**src/dp_consts.svh**
```systemverilog
`ifndef DP_CONSTS_SVH
`define DP_CONSTS_SVH

// datapath sizes
`define WORD_W       32
`define REG_COUNT    16
`define SHAMT_W      5      // low bits of b used as shift count

// instruction field widths, msb first: opcode, ra, rb, then rc or c2
`define OPCODE_W     5
`define REG_FIELD_W  4
`define RC_PAD_W     15     // unused tail of the register form
`define C2_W         19     // immediate constant

// alu operation codes
`define ALU_OP_W     4
`define ALU_ADD      4'd0
`define ALU_SUB      4'd1
`define ALU_AND      4'd2
`define ALU_OR       4'd3
`define ALU_SHR      4'd4   // logical
`define ALU_SHL      4'd5
`define ALU_ROR      4'd6
`define ALU_ROL      4'd7
`define ALU_NEG      4'd8
`define ALU_NOT      4'd9
`define ALU_MUL      4'd10

`endif

```
**src/dpPkg.sv**
```systemverilog
`default_nettype none
`include "dp_consts.svh"

package dpPkg;

    typedef logic [`ALU_OP_W-1:0] aluOpT;

    // one cycle of strobes, 24 bits
    typedef struct packed {
        logic  pcOut;       // bus drivers, one-hot or none
        logic  zLowOut;
        logic  zHighOut;
        logic  mdrOut;
        logic  cSignOut;
        logic  rOut;
        logic  baOut;
        logic  gra;         // register field selects
        logic  grb;
        logic  grc;
        logic  rIn;         // register loads
        logic  marIn;
        logic  mdrIn;
        logic  irIn;
        logic  yIn;
        logic  pcIn;
        logic  zIn;
        logic  incPc;
        logic  read;
        logic  write;
        aluOpT aluOp;
    } controlWord;

    typedef struct packed {
        logic [`OPCODE_W-1:0]    opcode;
        logic [`REG_FIELD_W-1:0] ra;
        logic [`REG_FIELD_W-1:0] rb;
        logic [`REG_FIELD_W-1:0] rc;
        logic [`RC_PAD_W-1:0]    unused;
    } regFormT;

    typedef struct packed {
        logic [`OPCODE_W-1:0]    opcode;
        logic [`REG_FIELD_W-1:0] ra;
        logic [`REG_FIELD_W-1:0] rb;
        logic [`C2_W-1:0]        c2;
    } immFormT;

    // regFile reads the register view, cpuRegs the immediate view
    typedef union packed {
        regFormT regForm;
        immFormT immForm;
    } instrWord;

endpackage

`default_nettype wire

```
**src/regFile.sv**
```systemverilog
`timescale 1ns/10ps
`default_nettype none
`include "dp_consts.svh"

module regFile (
    input  logic               clock,
    input  logic               rstN,
    input  dpPkg::controlWord  ctrl,
    input  dpPkg::instrWord    instr,
    input  logic [`WORD_W-1:0] bus,
    output logic [`WORD_W-1:0] regValue
);

    logic [`WORD_W-1:0]      registers [`REG_COUNT];
    logic [`REG_FIELD_W-1:0] selIndex;
    logic                    selValid;     // one of gra/grb/grc is set
    logic [`REG_COUNT-1:0]   regSelect;    // one-hot
    logic [`WORD_W-1:0]      selValue;

    // pick the instruction field named by the strobes
    always_comb begin
        selIndex = '0;
        selValid = 1'b1;
        if (ctrl.gra) begin
            selIndex = instr.regForm.ra;
        end else if (ctrl.grb) begin
            selIndex = instr.regForm.rb;
        end else if (ctrl.grc) begin
            selIndex = instr.regForm.rc;
        end else begin
            selValid = 1'b0;
        end
    end

    always_comb begin
        regSelect = '0;
        if (selValid) begin
            regSelect[selIndex] = 1'b1;
        end
    end

    // and-or read through the one-hot select
    always_comb begin
        selValue = '0;
        for (int i = 0; i < `REG_COUNT; i++) begin
            if (regSelect[i]) begin
                selValue = selValue | registers[i];
            end
        end
    end

    // base-address read of r0 gives zero, as for an absolute address
    always_comb begin
        if (ctrl.baOut && regSelect[0]) begin
            regValue = '0;
        end else if (ctrl.rOut || ctrl.baOut) begin
            regValue = selValue;
        end else begin
            regValue = '0;
        end
    end

    always_ff @(posedge clock or negedge rstN) begin
        if (!rstN) begin
            for (int i = 0; i < `REG_COUNT; i++) begin
                registers[i] <= '0;
            end
        end else if (ctrl.rIn) begin
            for (int i = 0; i < `REG_COUNT; i++) begin
                if (regSelect[i]) begin
                    registers[i] <= bus;       // no write when nothing selected
                end
            end
        end
    end

endmodule

`default_nettype wire

```
**config.mk**
```make
export PLATFORM = sky130hd
export DESIGN_NAME = regFile
export DESIGN_NICKNAME = d
export VERILOG_FILES = /design/src/dpPkg.sv /design/src/regFile.sv
export VERILOG_INCLUDE_DIRS = /design/src
export SDC_FILE = /design/constraint.sdc
export NUM_CORES = 1
export LEC_CHECK = 0
export BUFFER_PORTS_ARGS = -buffer_cell sky130_fd_sc_hd__clkbuf_2
export CAP_MARGIN = 20
export CORE_MARGIN = 5
export CORE_UTILIZATION = 60
export DETAILED_ROUTE_END_ITERATION = 8
export PLACE_DENSITY = 0.78
export SLEW_MARGIN = 0
export SYNTH_ARGS = -nofsm -noshare
export SYNTH_HDL_FRONTEND = slang
export SYNTH_SLANG_ARGS = --single-unit
export TNS_END_PERCENT = 30
```
**constraint.sdc**
```tcl
create_clock -name clock -period 2.7 [get_ports clock]
set_input_delay 0.405 -clock clock [delete_from_list [all_inputs] [get_ports clock]]
set_output_delay 0.405 -clock clock [all_outputs]
set_load 0.02 [all_outputs]
```
Word-level counts from Yosys, hierarchy flattened
Index checks and enable logic that the tools add are counted.
{"block": "word_totals", "regBits": 512, "latch_bits": 0, "ram_bits": 0, "rom_bits": 0, "inputBits": 90, "memories": 0}
{"block": "classes", "addsub": 0, "n_mul": 0, "n_div": 0, "magnitude_cmp": 2, "n_eq_ne": 0, "n_shift": 0, "muxes": 27, "bitwise": 15, "n_reduce_logical": 19}
{"op": "2-to-1 mux 32 bit", "count": 18}
{"op": "bitwise OR 32 bit", "count": 15}
{"op": "AND reduction 2 bit", "count": 16}
{"op": "2-to-1 mux 16 bit", "count": 1}
{"op": "2-to-1 mux 4 bit", "count": 3}
{"op": "less-than comparator 4 x 5 -> 1 bit, second input constant", "count": 1}
{"op": "demux 1 bit (select 4 bit)", "count": 1}
{"op": "greater-or-equal comparator 4 x 1 -> 1 bit, second input constant", "count": 1}
{"op": "2-to-1 mux 1 bit", "count": 4}
{"op": "logical AND 1 bit", "count": 2}
{"op": "logical OR 1 bit", "count": 1}

Depth between registers and ports, before layout
Gate-level depths: netlist of run 1.
{"block": "depth", "ltp_word": 41, "depth_mapped": 10, "mapped_depth_nobuf": 6}

Worst setup path before layout of run 1
OpenSTA, ideal clock, no wires.
{"block": "synth_timing", "path_kind": "input to output", "startpoint": "input port ctrl[15] (netlist bit)", "endpoint": "output port regValue[0]", "arrival_time_ps": 2275, "slack_ps": 20, "stages": 10, "n_path_buf": 4, "cell_sequence": "buf_4 -> nand3b_4 -> a22oi_4 -> buf_2 -> buf_2 -> buf_2 -> nand2_1 -> a21oi_1 -> a221oi_2 -> a31oi_1"}
{"block": "synth_between", "elab_chain_cells": 40}
{"element": "from (decl)", "line_no": "regFile.sv:8", "rtl": "input dpPkg::controlWord ctrl,"}
{"element": "2-to-1 mux 4 bit", "line_no": "regFile.sv:26", "rtl": "end else if (ctrl.grb) begin"}
{"element": "2-to-1 mux 4 bit", "line_no": "regFile.sv:24", "rtl": "if (ctrl.gra) begin"}
{"element": "less-than comparator 4 x 5 -> 1 bit (not written as such) or greater-or-equal comparator 4 x 1 -> 1 bit (tied branches)", "line_no": "regFile.sv:38", "rtl": "regSelect[selIndex] = 1'b1;"}
{"element": "logical AND 1 bit (not written as such)", "line_no": "regFile.sv:38"}
{"element": "2-to-1 mux 1 bit (not written as such)", "line_no": "regFile.sv:38"}
{"element": "demux 1 bit (select 4 bit)", "line_no": "regFile.sv:38"}
{"element": "2-to-1 mux 16 bit (*)", "line_no": "regFile.sv:37", "rtl": "if (selValid) begin"}
{"element": "2-to-1 mux 32 bit", "line_no": "regFile.sv:46", "rtl": "if (regSelect[i]) begin"}
{"element": "[... 24 more ...]"}
{"element": "bitwise OR 32 bit", "line_no": "regFile.sv:47", "rtl": "selValue = selValue | registers[i];"}
{"element": "2-to-1 mux 32 bit", "line_no": "regFile.sv:46"}
{"element": "bitwise OR 32 bit", "line_no": "regFile.sv:47"}
{"element": "2-to-1 mux 32 bit", "line_no": "regFile.sv:46"}
{"element": "bitwise OR 32 bit", "line_no": "regFile.sv:47"}
{"element": "2-to-1 mux 32 bit", "line_no": "regFile.sv:46"}
{"element": "2-to-1 mux 32 bit", "line_no": "regFile.sv:56", "rtl": "end else if (ctrl.rOut || ctrl.baOut) begin"}
{"element": "2-to-1 mux 32 bit (*)", "line_no": "regFile.sv:54", "rtl": "if (ctrl.baOut && regSelect[0]) begin"}
{"element": "to (decl)", "line_no": "regFile.sv:11", "rtl": "output logic [`WORD_W-1:0] regValue"}
Every way passes the cells marked *; elsewhere a longest branch is shown, timed or not.

Worst setup path after layout of run 1
{"block": "layout_timing", "startpoint": "input port ctrl[15] (netlist bit)", "endpoint": "output port regValue[31]"}
Same word-level chain as after synthesis.

==> flow_metrics.py, run 1 <==
metrics = {
    "status": {
        "status": "finished with violations",
        "violations": "setup timing",
    },
    "global_routing": {
        "antenna_found_initial": 1,
        "grt_max_degree": 73,
        "grt_pass1_vias": 16400,
        "overflow": 0,
        "met3_usage_pct": 4.08,
        "grt_usage_pct": 29.2,
        "grt_pass1_wl_mm": 96.0,
        "top_usage_layer": "met2",
        "gr-usage-met1_pct": 39.7,
        "use_met2_pct": 48.4,
    },
    "hold_path": {
        "hold_class": "in2reg",
    },
    "worst_setup_path": {
        "crit_required_ns": 2.30,
        "critPathLaunchType": "primary input",
        "crit_path_end_kind": "output port",
        "cp_max_fo": 6,
        "critical_path_class": "in2out",
        "crit_arrival_ns": 2.49,
    },
    "cells_and_area": {
        "layout.nets": 1890,
        "fillerInstances": 2321,
        "multi_input_area_mm2": 0.0102,
        "layout-drive-gt1-share_pct": 52.1,
        "largest_register_ffs": 512,
        "largest-register": "registers",
        "reg_top3": "registers (512)",
        "area_delta_synth_final_pct": 21.8,
        "final_util_pct": 73.6,
        "regArea_mm2": 0.0128,
        "n_antenna_cell": 0,
    },
    "power_and_ir_drop": {
        "p_clk_share_pct": 29.1,
        "pwr-share-comb_pct": 23.6,
        "p_sw_share_pct": 28.0,
        "vdd_drop_max_mv": 0.655,
        "finalPower_mw": 25.0,
        "cellLeakagePower_nw": 12.4,
        "intPower_mw": 18.0,
        "seqPwrFrac_pct": 47.4,
        "pwr_density_cell_mw_per_mm2": 882,
        "power_switching_mw": 7.01,
    },
    "detailed_routing": {
        "finalWirelength_mm": 62.1,
        "drtPass1Iterations": 5,
        "dr.first_iter.drc_count": 1223,
        "vias": 15200,
        "wl_per_cell_um": 26.3,
        "drc": 0,
        "avgViaCountPerCell": 6.42,
        "antenna_left": 0,
    },
    "clock_network": {
        "cts_buffers": 52,
        "clock_path_buffers": 3,
        "cts_sinks": 512,
        "clk_latency_ns": 0.61,
        "clk_pin_slew_ns": 0.06,
        "root_buffer": "clkbuf_16",
        "cts_tree": "yes",
        "cts_max_level": 2,
    },
    "synthesis": {
        "synth_most_common_cell": "dfrtp_1",
        "synthesis.instances": 1630,
        "synthTopCellsByArea": "dfrtp_1 55%, mux2_2 21%, mux4_2 3.1%, mux2i_1 2.7%, mux2_1 2.3%",
        "yosys_warnings": 0,
        "synth_common_cells": "512 x dfrtp_1, 434 x mux2_2, 78 x nand2_1",
        "yosys.area.top_type_share_pct": 55.1,
        "syn_avg_cell_area_um2": 14.3,
        "synth_edf_count": 0,
        "synth_top_area_cell": "dfrtp_1",
        "async_reset_ff_share_pct": 100,
        "synth-seq-cells": 512,
        "synth_ff_type": "dfrtp_1",
        "ys_seq_area_share_pct": 55.1,
        "syn_nets": 1720,
        "synth_area_mm2": 0.0233,
        "synth_cell_types": 43,
    },
    "placement": {
        "gp_congestion": 0.861,
        "dp_hpwl_mm": 38.2,
        "io_buffers": 83,
    },
    "timing": {
        "slew_violations": 0,
        "skew_ns": 0,
        "layout_setup_ws_ns": -0.196,
        "tightest_slew_ns": 0.672,
        "max-slew-margin-rel_pct": 55.2,
        "final.min_clock_period_ns": 2.90,
        "max_freq_mhz": 345,
        "period_share_pct": 107,
        "setup-tns-final_ns": -3.62,
        "finalSetupViolCount": 32,
        "finalHoldViolations": 0,
        "whs_ns": 0.260,
        "rsz0062_at_grt": "true",
    },
    "die": {
        "chipHeight_um": 207,
        "die_area_mm2": 0.0428,
        "die_w_um": 207,
        "core_area_mm2": 0.0385,
        "row_count": 72,
        "io_pins": 122,
        "start_util_pct": 60.5,
    },
    "run": {
        "drv_cap": 0,
    },
}
[through the flow]
step	setup WS, ns	cells	area [um^2]
global placement	-0.302	2233	25700
detailed placement	-0.350	2233	25700
global route	-0.229	2361	28300
floorplan	0.0202	1630	23300
CTS	-0.181	2353	27900
finish	-0.196	2361	28300
[cell families after synthesis]
family	Yosys count	share of synthesized area, %
buf+inv	153	3.20
mux	607	31.1
compound gates	237	8.22
flops	512	55.1
simple gates	121	2.39
[critical path, cell delays in order]
cell	delay, ns
clkbuf_16	0.13
buf_8	0.12
nand3b_4	0.17
a22oi_4	0.21
buf_6	0.16
buf_12	0.14
buf_4	0.12
buf_4	0.10
mux2i_1	0.19
o22ai_1	0.12
a221oi_2	0.28
a31oi_1	0.15
clkbuf_2	0.18
[cell type report]
cell class	count	share of cell area (%)
Sequential cell	512	45.2
Multi-Input combinational cell	965	36.2
Timing Repair Buffer	266	10.1
Clock buffer	78	5.40
Tap cell	518	2.29
Clock inverter	19	0.747
Inverter	3	0.0398
[power by group through the flow]
stage / sequential, mW / clock, mW / combinational, mW
global route: 12.1 / 7.68 / 6.36
floorplan: 11.3 / 0 / 4.06
CTS: 11.7 / 7.36 / 5.73
finish: 11.8 / 7.26 / 5.89
detailed placement: 11.8 / 0 / 5.53
global placement: 11.6 / 0 / 5.28
[timing repair]
item | CTS | global route
cloned | 1 | 1
setup buffers | 21 | 7
endpoints found under the hold margin | 57 | 0
pin swaps | 28 | 20
hold buffers | 1 | 0
setup endpoints to repair | 32 | 32
gates resized for setup | 59 | 67
[cell usage in the layout (no fill, tap or decap), types with 4 or more instances in the layout]
cell and instances:
a221oi_1 14, a22oi_1 24, a21oi_4 4, a221oi_2 45, a22oi_2 8, mux2i_1 55, clkbuf_8 13, mux2_4 30
o22ai_1 31, nor2_4 14, clkbuf_4 5, nand3_1 6, nand2_1 77, mux2_1 48, mux4_2 32, a31oi_2 5
a21oi_1 34, buf_4 108, mux2i_2 8, clkbuf_16 54, buf_12 68, a31oi_1 26, dfrtp_1 512, clkbuf_2 62
clkbuf_1 13, clkinv_2 9, a22o_1 31, buf_6 14, mux2_2 434
[final timing paths]
kind                                       end           start  cells after the start  slack, ns
worst min-delay path             registers[68]          bus[4]                      2       0.26
min in group asynchronous         registers[9]            rstN                      2       0.40
worst max register to register  registers[511]  registers[511]                      1       1.84
worst min register to register   registers[88]   registers[88]                      1       0.49
worst max-delay path              regValue[31]        ctrl[15]                     13      -0.20
max in group asynchronous       registers[215]            rstN                      3       1.45
[layer usage]
layer	part of all wire (%)	routed length (um)	up-vias
met5	0.019	12	-
met4	3.8	2350	2
met3	5.5	3390	155
met2	50	30800	516
met1	41	25500	8067
li1	-	-	6422
Note: power is estimated with default switching activity, not from simulation.
==> inputs of run 2 (changes only) <==
--- a/config.mk
+++ b/config.mk
@@ -8,10 +8,11 @@
 export LEC_CHECK = 0
 export BUFFER_PORTS_ARGS = -buffer_cell sky130_fd_sc_hd__clkbuf_2
 export CAP_MARGIN = 20
+export CORE_ASPECT_RATIO = 1.5
 export CORE_MARGIN = 5
 export CORE_UTILIZATION = 60
 export DETAILED_ROUTE_END_ITERATION = 8
-export PLACE_DENSITY = 0.78
+export PLACE_DENSITY_LB_ADDON = 0.08
 export SLEW_MARGIN = 0
 export SYNTH_ARGS = -nofsm -noshare
 export SYNTH_HDL_FRONTEND = slang
==> flow_metrics.py, run 2 (synthesis gave the netlist of run 1 again) <==
metrics = {
    "clock_network": {
        "cts_buffers": 47,
        "cts_sinks": 512,
        "clk_pin_slew_ns": 0.06,
        "clock_path_buffers": 3,
        "cts_tree": "yes",
        "clk_latency_ns": 0.57,
        "cts_max_level": 2,
        "root_buffer": "clkbuf_16",
    },
    "timing": {
        "tightest_slew_ns": 0.608,
        "slew_violations": 0,
        "layout_setup_ws_ns": -0.232,
        "finalSetupViolCount": 32,
        "setup-tns-final_ns": -5.40,
        "final.min_clock_period_ns": 2.93,
        "period_share_pct": 109,
        "finalHoldViolations": 0,
        "skew_ns": 0,
        "max_freq_mhz": 341,
        "rsz0062_at_grt": "true",
        "max-slew-margin-rel_pct": 59.5,
    },
    "die": {
        "start_util_pct": 60.5,
        "die_area_mm2": 0.0429,
        "chipHeight_um": 251,
        "core_area_mm2": 0.0384,
        "die_w_um": 171,
        "io_pins": 122,
        "row_count": 88,
    },
    "worst_setup_path": {
        "crit_arrival_ns": 2.53,
        "cp_max_fo": 7,
        "crit_path_end_kind": "output port",
        "critPathLaunchType": "primary input",
        "critical_path_class": "in2out",
        "r2r_slack_ns": 1.88,
        "crit_required_ns": 2.30,
    },
    "power_and_ir_drop": {
        "pwr_density_cell_mw_per_mm2": 857,
        "cellLeakagePower_nw": 12.8,
        "intPower_mw": 18.0,
        "finalPower_mw": 25.0,
        "vdd_drop_max_mv": 0.627,
        "power_switching_mw": 6.99,
        "pwr-share-comb_pct": 25.0,
        "seqPwrFrac_pct": 47.4,
        "p_sw_share_pct": 27.9,
        "p_clk_share_pct": 27.6,
    },
    "status": {
        "status": "finished with violations",
        "violations": "setup timing",
    },
    "detailed_routing": {
        "drc": 0,
        "drtPass1Iterations": 5,
        "antenna_left": 0,
        "avgViaCountPerCell": 6.45,
        "vias": 15400,
        "finalWirelength_mm": 66.0,
        "wl_per_cell_um": 27.8,
        "dr.first_iter.drc_count": 1040,
    },
    "global_routing": {
        "grt_usage_pct": 30.8,
        "grt_max_degree": 114,
        "overflow": 0,
        "grt_pass1_vias": 17100,
        "grt_pass1_wl_mm": 101,
        "antenna_found_initial": 2,
    },
    "run": {
        "drv_cap": 0,
    },
    "cells_and_area": {
        "largest_register_ffs": 512,
        "fillerInstances": 2293,
        "layout-drive-gt1-share_pct": 55.1,
        "area_delta_synth_final_pct": 25.6,
        "most-common-layout-cells": "512 x dfrtp_1, 434 x mux2_2, 144 x buf_4, 80 x buf_12, 74 x nand2_1",
        "reg_top3": "registers (512)",
        "largest-register": "registers",
        "layout.cells.non_filler": 2379,
        "layout.nets": 1941,
        "layout_commonest_cell": "dfrtp_1",
    },
    "hold_path": {
        "hold_class": "in2reg",
    },
    "placement": {
        "dp_hpwl_mm": 39.5,
        "io_buffers": 83,
        "placedCellCount": 2234,
        "gp_congestion": 0.812,
    },
}
[run 2: cell count changes in the layout (fill, tap and decap cells not counted), moves of 6 or more]
| cell | delta |
|---|---|
| clkbuf_2 | -14 |
| o22ai_1 | -12 |
| o22ai_2 | +10 |
| buf_4 | +36 |
| buf_12 | +12 |
| a22oi_1 | -11 |
| a221oi_1 | -7 |
| clkinv_2 | -6 |
| a22oi_2 | +11 |
| mux2i_4 | +7 |
| buf_2 | +8 |
[run 2: area by class of cell]
class                   instances  area [um^2]  area share (%)
diodes                          1         2.50         0.00857
clock buffers                  71         1390            4.76
inverters                       3         11.3          0.0386
clock inverters                10          193           0.660
multi-input cells             967        10600            36.2
repair buffers                320         3590            12.3
well taps                     495          619            2.12
flip-flops and latches        512        12800            43.9
[run 2: stage by stage]
stage / area [um^2] / hold WS, ns / utilization, % / setup slack [ns]
detailed placement: 25900 / 0.351 / 67.3 / -0.537
finish: 29200 / 0.289 / 76.0 / -0.232
CTS: 28700 / 0.266 / 74.7 / -0.214
global route: 29200 / 0.293 / 76.0 / -0.267
floorplan: 23300 / 0.109 / - / 0.0202
global placement: 25900 / 0.352 / 67.3 / -0.509
[run 2: power groups by stage]
stage	logic [mW]	registers [mW]	clock network, mW
after floorplan	4.06	11.3	0
after global placement	5.39	11.6	0
after detailed placement	5.58	11.8	0
after CTS	6.05	11.7	7.00
after global routing	6.74	12.1	7.32
final	6.27	11.9	6.90
[run 2: metal layers]
metal  vias up  track usage, %  wire (um)
met3       187            4.47       3140
met5         -               0         13
met4         2            13.7       3200
met2       471            52.7      34300
li1       6519               -          -
met1      8172            38.9      25400
[run 2: path summary, 6_finish.rpt]
| path | start | end | depth (start not counted) |
|---|---|---|---|
| hold / removal | bus[14] | registers[78] | 2 |
| setup reg to reg | registers[39] | registers[39] | 1 |
| max in group asynchronous | rstN | registers[61] | 4 |
| hold reg to reg | registers[416] | registers[416] | 1 |
| setup / recovery | ctrl[15] | regValue[31] | 13 |
| min in group asynchronous | rstN | registers[34] | 2 |
[run 2: worst max-delay path, cell delays in order]
cell       delay, ns
clkbuf_16       0.14
buf_8           0.13
nand3b_4        0.17
a22oi_4         0.17
buf_12          0.16
buf_12          0.14
buf_12          0.15
buf_4           0.13
mux2i_1         0.24
o22ai_2         0.12
a221oi_2        0.21
a31oi_2         0.16
buf_4           0.20
[run 2: timing repair]
action                                  CTS  global route
pin swaps                                45            33
gates cloned                              7             1
setup buffers                            46            11
resized for setup                       123           105
endpoints found under the setup margin   32            32
endpoints found under the hold margin    43             0
hold buffers                              1             0
==> inputs of run 3 (changes only) <==
--- a/config.mk
+++ b/config.mk
@@ -10,7 +10,7 @@
 export CAP_MARGIN = 20
 export CORE_ASPECT_RATIO = 1.5
 export CORE_MARGIN = 5
-export CORE_UTILIZATION = 60
+export CORE_UTILIZATION = 40
 export DETAILED_ROUTE_END_ITERATION = 8
 export PLACE_DENSITY_LB_ADDON = 0.08
 export SLEW_MARGIN = 0
==> constraint.sdc (replaced) <==
create_clock -name clock -period 2.7 [get_ports clock]
set_input_delay 0.54 -clock clock [delete_from_list [all_inputs] [get_ports clock]]
set_output_delay 0.54 -clock clock [all_outputs]
set_load 0.02 [all_outputs]
==> flow_metrics.py, run 3 (synthesis gave the netlist of run 1 again) <==
metrics = {
    "status": {
        "status": "finished with violations",
        "violations": "setup timing",
    },
    "clock_network": {
        "cts_buffers": 52,
        "clk_latency_ns": 0.60,
        "cts_sinks": 512,
        "cts_max_level": 2,
        "cts_tree": "yes",
        "clk_pin_slew_ns": 0.06,
        "root_buffer": "clkbuf_16",
        "clock_path_buffers": 3,
    },
    "die": {
        "die_w_um": 207,
        "start_util_pct": 40.3,
        "die_area_mm2": 0.0632,
        "core_area_mm2": 0.0577,
        "row_count": 108,
        "chipHeight_um": 305,
        "io_pins": 122,
    },
    "timing": {
        "period_share_pct": 117,
        "max_freq_mhz": 316,
        "finalHoldViolations": 0,
        "layout_setup_ws_ns": -0.467,
        "final.min_clock_period_ns": 3.17,
        "whs_ns": 0.410,
        "slew_violations": 0,
        "max-slew-margin-rel_pct": 59.4,
        "finalSetupViolCount": 32,
        "skew_ns": 0,
        "rsz0062_at_grt": "true",
        "tightest_slew_ns": 0.610,
    },
    "cells_and_area": {
        "final_util_pct": 52.0,
        "fillerInstances": 4842,
        "most-common-layout-cells": "512 x dfrtp_1, 434 x mux2_2, 119 x buf_4, 85 x buf_12, 75 x nand2_1",
        "area_delta_synth_final_pct": 29.0,
        "largest-register": "registers",
        "layout-drive-gt1-share_pct": 56.1,
        "layout_commonest_cell": "dfrtp_1",
        "layout.nets": 1932,
        "fin_area_mm2": 0.0300,
        "regArea_mm2": 0.0128,
        "largest_register_ffs": 512,
        "layout.cells.non_filler": 2650,
        "multi_input_area_mm2": 0.0109,
        "reg_top3": "registers (512)",
    },
    "worst_setup_path": {
        "crit_required_ns": 2.16,
        "cp_max_fo": 8,
        "critical_path_class": "in2out",
        "critPathLaunchType": "primary input",
        "crit_arrival_ns": 2.63,
        "crit_path_end_kind": "output port",
    },
    "detailed_routing": {
        "avgViaCountPerCell": 5.63,
        "drc": 0,
        "wl_per_cell_um": 27.0,
        "antenna_left": 0,
        "vias": 14900,
        "drtPass1Iterations": 5,
        "finalWirelength_mm": 71.7,
        "dr.first_iter.drc_count": 668,
    },
    "power_and_ir_drop": {
        "p_sw_share_pct": 28.0,
        "pwr_density_cell_mw_per_mm2": 857,
        "cellLeakagePower_nw": 12.8,
        "seqPwrFrac_pct": 45.8,
        "pwr-share-comb_pct": 25.1,
        "intPower_mw": 18.5,
        "vdd_drop_max_mv": 0.591,
        "power_switching_mw": 7.20,
        "p_clk_share_pct": 29.1,
    },
    "global_routing": {
        "antenna_found_initial": 2,
        "overflow": 0,
        "grt_pass1_wl_mm": 107,
        "grt_pass1_vias": 16200,
        "grt_usage_pct": 22.6,
        "grt_max_degree": 80,
    },
    "placement": {
        "gp_congestion": 0.771,
        "place_area_mm2": 0.0265,
        "io_buffers": 83,
        "placedCellCount": 2503,
        "dp_hpwl_mm": 44.3,
    },
    "run": {
        "drv_cap": 0,
    },
    "hold_path": {
        "hold_class": "in2reg",
    },
}
-- run 3: cell types whose count changed in the layout (fill, tap and decap cells not counted), moves of 7 or more --
cell	delta
buf_4	-25
clkbuf_8	+11
o22ai_1	+7
mux2i_1	+9
a221oi_4	+17
a31oi_1	-26
a221oi_2	-15
a31oi_2	+17
clkbuf_1	-7
a31oi_4	+9
-- run 3: area by class of cell --
class	count	share of cell area [%]
Tap cell	770	3.21
Antenna cell	1	0.00834
Clock buffer	75	5.20
Timing Repair Buffer	308	12.0
Clock inverter	16	0.638
Inverter	3	0.0375
Sequential cell	512	42.7
Multi-Input combinational cell	965	36.2
-- run 3: timing repair --
item / CTS / global route
gates resized for setup: 140 / 70
setup buffers: 31 / 23
pin swaps: 25 / 23
endpoints found under the hold margin: 43 / 0
gates cloned: 3 / 4
hold buffers: 1 / 0
endpoints found under the setup margin: 32 / 32
-- run 3: power groups by stage --
stage	registers [mW]	clock network, mW	logic [mW]
2_1_floorplan	11.3	0	4.19
3_3_place_gp	11.6	0	5.72
3_5_place_dp	11.7	0	5.85
4_1_cts	11.7	7.69	6.33
5_1_grt	12.1	7.94	6.99
6_report	11.8	7.47	6.46
-- run 3: metal layers --
layer / vias up / GRT usage [%] / routed length [um]
li1: 6500 / - / -
met1: 8034 / 30.3 / 31200
met2: 271 / 38.6 / 36100
met3: 101 / 3.50 / 2710
met4: 2 / 5.57 / 1670
met5: - / 0 / 13
-- run 3: path summary, 6_finish.rpt --
path | from | endpoint | slack [ns] | cells past startpoint
hold / removal | bus[18] | registers[82] | 0.41 | 2
min in group asynchronous | rstN | registers[316] | 0.48 | 2
max in group asynchronous | rstN | registers[303] | 1.30 | 3
setup / recovery | ctrl[16] | regValue[0] | -0.47 | 13
setup reg to reg | registers[511] | registers[511] | 1.89 | 1
hold reg to reg | registers[75] | registers[75] | 0.48 | 1
-- run 3: critical path, stage by stage --
cell,delay [ns]
buf_8,0.11
buf_6,0.12
a21oi_4,0.14
a22oi_4,0.07
buf_12,0.16
buf_6,0.12
nor4b_4,0.35
buf_4,0.20
buf_12,0.16
buf_12,0.17
a221oi_4,0.11
a31oi_2,0.20
clkbuf_8,0.17
-- run 3: through the flow --
stage | total power [mW] | setup WS (ns) | TNS, ns
3_5_place_dp | 17.6 | -0.799 | -73.68
4_1_cts | 25.7 | -0.458 | -13.13
2_1_floorplan | 15.5 | -0.0608 | -1.56
6_report | 25.7 | -0.467 | -12.65
3_3_place_gp | 17.3 | -0.894 | -85.53
5_1_grt | 27.0 | -0.534 | -14.85
